`src/hw/cp0_macros.svh`:
```
`ifndef CP0_MACROS_SVH
`define CP0_MACROS_SVH

//////////////////////////////////////////////////////////////////////
// CP0 register numbers as seen by mtc0 and mfc0
//////////////////////////////////////////////////////////////////////

// Status register
`define CP0_SR 5'd12

// Cause register
`define CP0_CAUSE 5'd13

// Exception program counter
`define CP0_EPC 5'd14

//////////////////////////////////////////////////////////////////////
// Exception entry and interrupt input
//////////////////////////////////////////////////////////////////////

// Common handler vector for every exception and interrupt
`define CP0_HANDLER 32'h0000_4180

// Flop depth of the hwInt synchroniser
`define INT_SYNC_STAGES 2

`endif

```
`src/hw/cp0Pkg.sv`:
```
`default_nettype none

package cp0Pkg;

    //////////////////////////////////////////////////////////////////
    // Exception codes as stored in Cause.excCode
    //////////////////////////////////////////////////////////////////
    typedef enum logic [4:0] {
        excInt  = 5'd0,   // External interrupt
        excAdEL = 5'd4,   // Address error on fetch or load
        excAdES = 5'd5,   // Address error on store
        excSys  = 5'd8,   // Syscall
        excRI   = 5'd10,  // Reserved instruction
        excOv   = 5'd12   // Arithmetic overflow
    } excCodeE;

    // Status, architectural layout, unused bits read as zero
    typedef struct packed {
        logic [15:0] zero31To16;
        logic [5:0]  im;          // Per-line interrupt mask
        logic [7:0]  zero9To2;
        logic        exl;         // Exception level
        logic        ie;          // Global interrupt enable
    } statusT;

    // Cause, architectural layout
    typedef struct packed {
        logic        bd;          // Victim sat in a delay slot
        logic [14:0] zero30To16;
        logic [5:0]  ip;          // Pending hardware interrupts
        logic [2:0]  zero9To7;
        excCodeE     excCode;
        logic [1:0]  zero1To0;
    } causeT;

    // PC redirect towards the fetch stage
    typedef struct packed {
        logic        valid;
        logic [31:0] target;
    } redirectT;

endpackage

`default_nettype wire

```
`src/hw/pipePkg.sv`:
```
`default_nettype none

package pipePkg;

    //////////////////////////////////////////////////////////////////
    // Class of the instruction leaving the pipeline
    //////////////////////////////////////////////////////////////////
    typedef enum logic [3:0] {
        opAlu,
        opLoad,
        opStore,
        opMtc0,
        opMfc0,
        opEret,
        opSyscall,
        opIllegal
    } opClassE;

    // One retiring instruction, valid is a one-cycle strobe
    typedef struct packed {
        logic        valid;
        logic [31:0] pc;
        logic        delaySlot;   // Instruction follows a branch
        opClassE     op;
        logic        overflow;    // Signed add/sub overflowed
        logic [31:0] memAddr;     // Effective address of load/store
        logic [4:0]  cp0Reg;      // Target register of mtc0
        logic [31:0] wData;       // Source value of mtc0
    } commitT;

endpackage

`default_nettype wire

```
`src/hw/excCollector.sv`:
```
`default_nettype none

`include "cp0_macros.svh"

module excCollector (
    input  logic              clk,
    input  logic              reset,
    input  pipePkg::commitT   commit,
    input  logic [5:0]        hwInt,
    output logic              fault,
    output cp0Pkg::excCodeE   excCode,
    output logic              eret,
    output logic              mtc0,
    output logic [5:0]        intSync
);

    //////////////////////////////////////////////////////////////////
    // Interrupt synchroniser
    //////////////////////////////////////////////////////////////////

    // Stage 0 samples the raw lines
    logic [`INT_SYNC_STAGES-1:0][5:0] syncQ;

    always_ff @(posedge clk) begin
        if (reset) begin
            syncQ <= '0;
        end else begin
            syncQ[0] <= hwInt;
            for (int i = 1; i < `INT_SYNC_STAGES; i++) begin
                syncQ[i] <= syncQ[i-1];
            end
        end
    end

    // Last stage feeds Cause.ip and the request logic
    assign intSync = syncQ[`INT_SYNC_STAGES-1];

    //////////////////////////////////////////////////////////////////
    // Fault detection
    //////////////////////////////////////////////////////////////////

    logic pcMisaligned;
    logic memMisaligned;

    // Word accesses only
    assign pcMisaligned  = |commit.pc[1:0];
    assign memMisaligned = |commit.memAddr[1:0];

    // Priority chain, earliest pipeline stage first
    always_comb begin
        fault   = 1'b0;
        excCode = cp0Pkg::excInt;
        if (commit.valid) begin
            fault = 1'b1;
            if (pcMisaligned) begin
                excCode = cp0Pkg::excAdEL;
            end else if (commit.op == pipePkg::opIllegal) begin
                excCode = cp0Pkg::excRI;
            end else if (commit.op == pipePkg::opSyscall) begin
                excCode = cp0Pkg::excSys;
            end else if (commit.op == pipePkg::opAlu && commit.overflow) begin
                excCode = cp0Pkg::excOv;
            end else if (commit.op == pipePkg::opLoad && memMisaligned) begin
                excCode = cp0Pkg::excAdEL;
            end else if (commit.op == pipePkg::opStore && memMisaligned) begin
                excCode = cp0Pkg::excAdES;
            end else begin
                // Clean instruction
                fault = 1'b0;
            end
        end
    end

    // Op strobes, dropped when the same instruction faults
    assign eret = commit.valid && !fault && (commit.op == pipePkg::opEret);
    assign mtc0 = commit.valid && !fault && (commit.op == pipePkg::opMtc0);

endmodule

`default_nettype wire

```
`src/hw/cp0Regs.sv`:
```
`default_nettype none

`include "cp0_macros.svh"

module cp0Regs (
    input  logic              clk,
    input  logic              reset,
    input  pipePkg::commitT   commit,
    input  logic              fault,
    input  cp0Pkg::excCodeE   excCode,
    input  logic              eret,
    input  logic              mtc0,
    input  logic [5:0]        intSync,
    input  logic [4:0]        rdReg,
    output logic [31:0]       rdData,
    output cp0Pkg::redirectT  redirect
);

    //////////////////////////////////////////////////////////////////
    // Architectural state
    //////////////////////////////////////////////////////////////////

    cp0Pkg::statusT  status;
    cp0Pkg::causeT   cause;
    logic [31:0]     epc;

    //////////////////////////////////////////////////////////////////
    // Request logic
    //////////////////////////////////////////////////////////////////

    logic            faultReq;
    logic            intReq;
    logic            takeReq;
    cp0Pkg::excCodeE takeCode;
    logic [31:0]     epcNext;
    cp0Pkg::statusT  wrStatus;

    // No new exception while already in the handler
    assign faultReq = !status.exl && fault;

    // Enabled and unmasked line pending
    assign intReq = !status.exl && status.ie && (|(intSync & status.im));

    // eret wins over both request kinds
    assign takeReq = (faultReq || intReq) && !eret;

    // Fault code beats interrupt
    assign takeCode = faultReq ? excCode : cp0Pkg::excInt;

    // Restart at the branch when the victim is in its delay slot
    assign epcNext = commit.delaySlot ? (commit.pc - 32'd4) : commit.pc;

    // Status write image, only the implemented fields
    always_comb begin
        wrStatus     = '0;
        wrStatus.im  = commit.wData[15:10];
        wrStatus.exl = commit.wData[1];
        wrStatus.ie  = commit.wData[0];
    end

    //////////////////////////////////////////////////////////////////
    // Register update
    //////////////////////////////////////////////////////////////////

    always_ff @(posedge clk) begin
        if (reset) begin
            status <= '0;
            cause  <= '0;
            epc    <= '0;
        end else begin
            // Pending lines tracked every cycle
            cause.ip <= intSync;
            if (eret) begin
                status.exl <= 1'b0;
            end else if (takeReq) begin
                status.exl    <= 1'b1;
                cause.bd      <= commit.delaySlot;
                cause.excCode <= takeCode;
                epc           <= epcNext;
            end else if (mtc0) begin
                // Cause is read-only from software here
                case (commit.cp0Reg)
                    `CP0_SR:  status <= wrStatus;
                    `CP0_EPC: epc <= commit.wData;
                    default:  ;
                endcase
            end
        end
    end

    //////////////////////////////////////////////////////////////////
    // mfc0 read port
    //////////////////////////////////////////////////////////////////

    always_comb begin
        case (rdReg)
            `CP0_SR:    rdData = status;
            `CP0_CAUSE: rdData = cause;
            `CP0_EPC:   rdData = epc;
            default:    rdData = '0;
        endcase
    end

    //////////////////////////////////////////////////////////////////
    // Redirect
    //////////////////////////////////////////////////////////////////

    // Same cycle as the trigger, handler vector or saved EPC
    always_comb begin
        redirect.valid  = eret || takeReq;
        redirect.target = eret ? epc : `CP0_HANDLER;
    end

endmodule

`default_nettype wire

```
`src/hw/excTop.sv`:
```
`default_nettype none

module excTop (
    input  logic              clk,
    input  logic              reset,
    input  pipePkg::commitT   commit,
    input  logic [5:0]        hwInt,
    input  logic [4:0]        rdReg,
    output logic [31:0]       rdData,
    output cp0Pkg::redirectT  redirect
);

    // Collector to register block
    logic            fault;
    cp0Pkg::excCodeE excCode;
    logic            eret;
    logic            mtc0;
    logic [5:0]      intSync;

    // Fault classification and interrupt sync
    excCollector collector (
        .clk     (clk),
        .reset   (reset),
        .commit  (commit),
        .hwInt   (hwInt),
        .fault   (fault),
        .excCode (excCode),
        .eret    (eret),
        .mtc0    (mtc0),
        .intSync (intSync)
    );

    // Status, Cause, EPC and redirect
    cp0Regs regs (
        .clk      (clk),
        .reset    (reset),
        .commit   (commit),
        .fault    (fault),
        .excCode  (excCode),
        .eret     (eret),
        .mtc0     (mtc0),
        .intSync  (intSync),
        .rdReg    (rdReg),
        .rdData   (rdData),
        .redirect (redirect)
    );

endmodule

`default_nettype wire

```
`config.mk`:
```
export PLATFORM = sky130hd
export DESIGN_NAME = excTop
export DESIGN_NICKNAME = d
export VERILOG_FILES = /design/src/hw/cp0Pkg.sv /design/src/hw/pipePkg.sv /design/src/hw/excCollector.sv /design/src/hw/cp0Regs.sv /design/src/hw/excTop.sv
export VERILOG_INCLUDE_DIRS = /design/src /design/src/hw
export SDC_FILE = /design/constraint.sdc
export NUM_CORES = 1
export LEC_CHECK = 0
export BUFFER_PORTS_ARGS = -buffer_cell sky130_fd_sc_hd__buf_2
export CORE_ASPECT_RATIO = 0.75
export CORE_MARGIN = 1
export CORE_UTILIZATION = 46
export DETAILED_ROUTE_END_ITERATION = 7
export PLACE_DENSITY = 0.81
export SLEW_MARGIN = 20
export SYNTH_ARGS = -nofsm -noshare
export SYNTH_HDL_FRONTEND = slang
export SYNTH_SLANG_ARGS = --single-unit
```
`constraint.sdc`:
```
create_clock -name clk -period 2.8 [get_ports clk]
set_clock_uncertainty 0.05 [all_clocks]
set_input_delay 0.14 -clock clk [delete_from_list [all_inputs] [get_ports clk]]
set_output_delay 0.14 -clock clk [all_outputs]
set_load 0.02 [all_outputs]
```
* Word-level counts from Yosys, hierarchy flattened
Cells that the tools add are included.
Storage, ports and cells: flip-flop bits (word level) 64, output and inout bits 65
Cells by class: $add $sub $neg 1, eq/ne operators 11, mux-type cells 24, bitwise gates (word level) 3, reduce and logical (&&, ||, !) cells 27
Operators with widths (count):
- 32-bit 2-to-1 mux | 5
- 32-bit case mux with 3 select lines | 1
- 5-bit 2-to-1 mux | 7
- 32-bit by 3-bit subtractor with 32-bit output, second input constant | 1
- 5-bit by 4-bit == test with 1-bit output, second input constant | 5
- 4-bit by 3-bit == test with 1-bit output, second input constant | 3
- 1-bit logical AND | 10
- 4-bit by 2-bit == test with 1-bit output, second input constant | 2
- 1-bit 2-to-1 mux | 8
- 6-bit AND | 1
- 2-bit nonzero test | 3
- 2-bit OR reduction | 3
- 6-bit OR reduction | 1
- 4-bit by 1-bit == test with 1-bit output, second input constant | 1
- 4-bit zero test | 1
- 2-bit 2-to-1 mux | 2
- 2-bit AND reduction | 2
- 4-bit AND reduction | 1
- 1-bit zero test | 3
- 3-bit 2-to-1 mux | 1
- 3-bit AND reduction | 1
- 1-bit logical OR | 2
- 1-bit inverter | 2

* Longest topological paths before layout
word-level depth 16, depth in mapped cells 9, mapped depth without buffers 8

* By module
From an unflattened synthesis, not the netlist that was laid out.
Unflattened totals: cell total of the unflattened synthesis 445, area, all modules 3826.2 µm²
By module, submodules not included:
- cp0Regs | instances 1, cells an instance 391, area an instance 3320.7 µm², seq. area each 1041.0 µm²
- excCollector | instances 1, cells an instance 54, area an instance 505.5 µm², seq. area each 240.2 µm²

* Worst setup path after synthesis
Ideal clock, no wire load.
path kind input -> register, start input port commit[89] (netlist name), end register regs.epc[31], arrival time 1996 ps, required time 2664 ps, path slack 668 ps, cell stages on the path 8, buffers on the path 2, cells stage by stage or3_1 -> buf_2 -> or4_1 -> buf_2 -> or2_4 -> nor4_4 -> xnor2_1 -> a221oi_2
On the way: word-level cells in the longest chain between the ends 3
Ends and longest elaborated chain:
- start, declared | line excTop.sv:6 | input pipePkg::commitT commit,
- 32-bit by 3-bit subtractor with 32-bit output | line cp0Regs.sv:51 | assign epcNext = commit.delaySlot ? (commit.pc - 32'd4) : commit.pc;
- 32-bit 2-to-1 mux | line cp0Regs.sv:51
- 32-bit 2-to-1 mux | line cp0Regs.sv:75 | end else if (takeReq) begin
- end signal, assigned | line cp0Regs.sv:79 | epc <= epcNext;
- end signal, assigned | line cp0Regs.sv:84 | `CP0_EPC: epc <= commit.wData;
- end, declared | line cp0Regs.sv:25 | logic [31:0] epc;
No other way between the ends. A chain may end at the register's enable or synchronous reset.

* Final worst setup path
start register regs.status[12] (netlist name), end register regs.epc[0]
On the way: word-level cells in the longest chain between the ends 7
Ends and longest elaborated chain:
- start, declared | line cp0Regs.sv:23 | cp0Pkg::statusT status;
- start signal, assigned | line cp0Regs.sv:83 | `CP0_SR: status <= wrStatus;
- 6-bit AND * | line cp0Regs.sv:42 | assign intReq = !status.exl && status.ie && (|(intSync & status.im));
- 6-bit OR reduction * | line cp0Regs.sv:42
- 1-bit logical AND * | line cp0Regs.sv:42
- 1-bit logical OR * | line cp0Regs.sv:45 | assign takeReq = (faultReq || intReq) && !eret;
- 1-bit logical AND * | line cp0Regs.sv:45
- 2-bit nonzero test (no line)
- 3-bit AND reduction (no line)
Mark *: on every way between the ends. The rest lies on a longest branch, timed or not.

==> results.cfg <==
[status]
status = finished clean

[logic_synthesis]
synth_simple_gate_area_frac = 0.369
synth-edff-count = 0
ys_types = 51
syn_avg_cell_area_um2 = 7.86
ys_warn_count = 0
synthAdderAreaFrac = 0.00342
yosysSeqAreaShare = 0.344
muxShareOfSynthArea = 0.0219
synth_top_family_by_area = simple AND/OR/NAND/NOR gates
synth.ff_latch_count = 63
postSynthCellCount = 466
synth_compound_area_frac = 0.153
syn-cell-area_mm2 = 0.00366
synth_xor_area_frac = 0.0693
synth_fp_nets = 588
async_flop_share = 0
synth_flop_cell = dfxtp_1

[sta]
hold_violations = 0
drv_slew = 0
fin_crit_ns = 2.18
post-route-period-util = 0.780
relSlewSlack = 0.414
rsz0062_at_grt = false
fmax_mhz = 458
worst_pin_slew_ns = 0.876
finalSetupViolCount = 0
tns_ns = 0

[power]
p_per_area_mw_per_mm2 = 452
p_leak_nw = 2.26
ir_worst_vdd_mv = 0.323

[routing]
drt_iter0_markers = 298
ant_nets = 0
first_pass_iters = 4
drt-total-wl_um = 11900
detail_route.wl_per_cell_um = 16.3
routed-via-count = 4102
viasPerCell = 5.60
remaining_drc_errors = 0

[clock_tree]
clock_tree.root_cell = clkbuf_8
cts_setup_buffers = 0
clockBufferDepth = 2
cts.sinks = 63
cts_resized = 0
insertion_delay_ns = 0.34
cts_tree = done
h-tree-depth = 3
clk_pin_slew_ns = 0.07
cts_made_buffers = 9

[grt]
grt_use_total = 0.290
grt_pass1_vias = 3876
antenna_found_initial = 0
grt-ovfl-total = 0
grt_pass1_wl_um = 18800
grt_max_degree = 49

[final_layout]
syn2layout_area_growth_pct = 33.8
fillers = 648
antenna_cells = 0
ff_latch_area_mm2 = 0.00126
final_area_mm2 = 0.00490
drive_gt1_frac = 0.304
multiInputGateArea_mm2 = 0.00227
nets = 748

[worst_setup_path]
critPathKind = register to register
cp-start-kind = register
critPathMaxFanout = 7
cp.arrival_ns = 2.33
r2r_slack_ns = 0.62
end_kind = register
worstPathRequired_ns = 2.95

[die]
pin_count = 186
die_h_um = 79.3
dieWidth_um = 105
die_area_mm2 = 0.00833
coreArea_mm2 = 0.00753
start_util = 0.486
rows = 27

[placement]
portBuffers = 155
dp_hpwl_um = 8720
gp_congestion = 0.912
dpl-instance-area_mm2 = 0.00458

[hold_path]
hold_class = input port to register

[job]
cap_violations = 0
## routing by layer
layer,wire length [um],vias to the layer above,part of all wire,track usage
li1,-,1966,-,-
met3,1010,18,0.085,0.0788
met5,0,-,0,0
met4,150,0,0.013,0.0817
met1,5350,1903,0.45,0.367
met2,5440,215,0.46,0.486
## final timing paths
path                            cells past startpoint                from                   end
worst min-delay path                                3          commit[24]          regs.epc[24]
worst max-delay path                                6     regs.status[12]           regs.epc[0]
worst min register to register                      1  collector.syncQ[3]  collector.intSync[3]
worst max register to register                      6     regs.status[12]           regs.epc[0]
## layout make-up
class	count	share of cell area
well taps	101	0.0258
inverters	7	0.00536
flip-flops and latches	63	0.257
repair buffers	179	0.203
clock buffers	13	0.0324
multi-input cells	366	0.463
clock inverters	3	0.0133
## power breakdown
group / internal [W] / switching [W] / total [W]
sequential: 0.000951 / 0.0000398 / 0.000991
clock: 0.000550 / 0.000339 / 0.000889
combinational: 0.000147 / 0.000188 / 0.000335
## stage by stage
stage / total power [W] / setup WS (ns) / instances / hold slack, ns / util
2_1_floorplan: 0.00117 / 0.668 / 466 / 0.218 / -
3_3_place_gp: 0.00131 / 0.440 / 706 / 0.299 / 0.608
3_5_place_dp: 0.00133 / 0.309 / 706 / 0.304 / 0.608
4_1_cts: 0.00222 / 0.652 / 732 / 0.00787 / 0.651
5_1_grt: 0.00231 / 0.499 / 732 / 0.00400 / 0.651
6_report: 0.00221 / 0.617 / 732 / 0.0169 / 0.651
## critical path, cell delays in order (launching register included)
cell and delay [ns]:
dfxtp_1 0.37, a22oi_1 0.14, a311o_1 0.45, or2_2 0.33, nand3_1 0.24, nor2_1 0.06, a2111oi_0 0.41
## flip-flops by register name (all words and copies together) (netlist names)
register,count
regs.cause,11
collector.syncQ,6
regs.status,8
collector.intSync,6
regs.epc,32
## cells by family (layout without fill, tap and decap cells)
group,Yosys count,in the layout
simple gates,254,254
fa+ha+maj,1,1
buf+inv,37,202
mux,8,8
compound gates,74,74
flops,63,63
xor+xnor,29,29
## repair_timing
| item | CTS | global route |
|---|---|---|
| endpoints found under the hold margin | 10 | 0 |
| endpoints found under the setup margin | 0 | 0 |
| hold buffers | 10 | 0 |
## cell usage after synthesis, types with 11 or more instances
| cell | number | area, um2 |
|---|---|---|
| xor2_1 | 15 | 131 |
| xnor2_1 | 14 | 123 |
| nor3_1 | 15 | 75.1 |
| nor2_1 | 39 | 146 |
| nor2b_1 | 20 | 125 |
| clkbuf_1 | 25 | 93.8 |
| nand2_1 | 60 | 225 |
| and2_1 | 51 | 319 |
| nor4_1 | 12 | 75.1 |
| dfxtp_1 | 63 | 1260 |
| nand3_1 | 18 | 90.1 |
| a22o_1 | 11 | 96.3 |
| a21oi_1 | 12 | 60.1 |
## layout by cell type (no fill, tap or decap), types with 13 or more instances in the layout
master,instances
nor2b_1,20
nand3_1,18
buf_2,155
nor2_1,38
buf_4,13
xnor2_1,14
nand2_1,60
xor2_1,15
nor3_1,14
and2_1,51
dfxtp_1,63
Power figures use the tool's default switching activity.
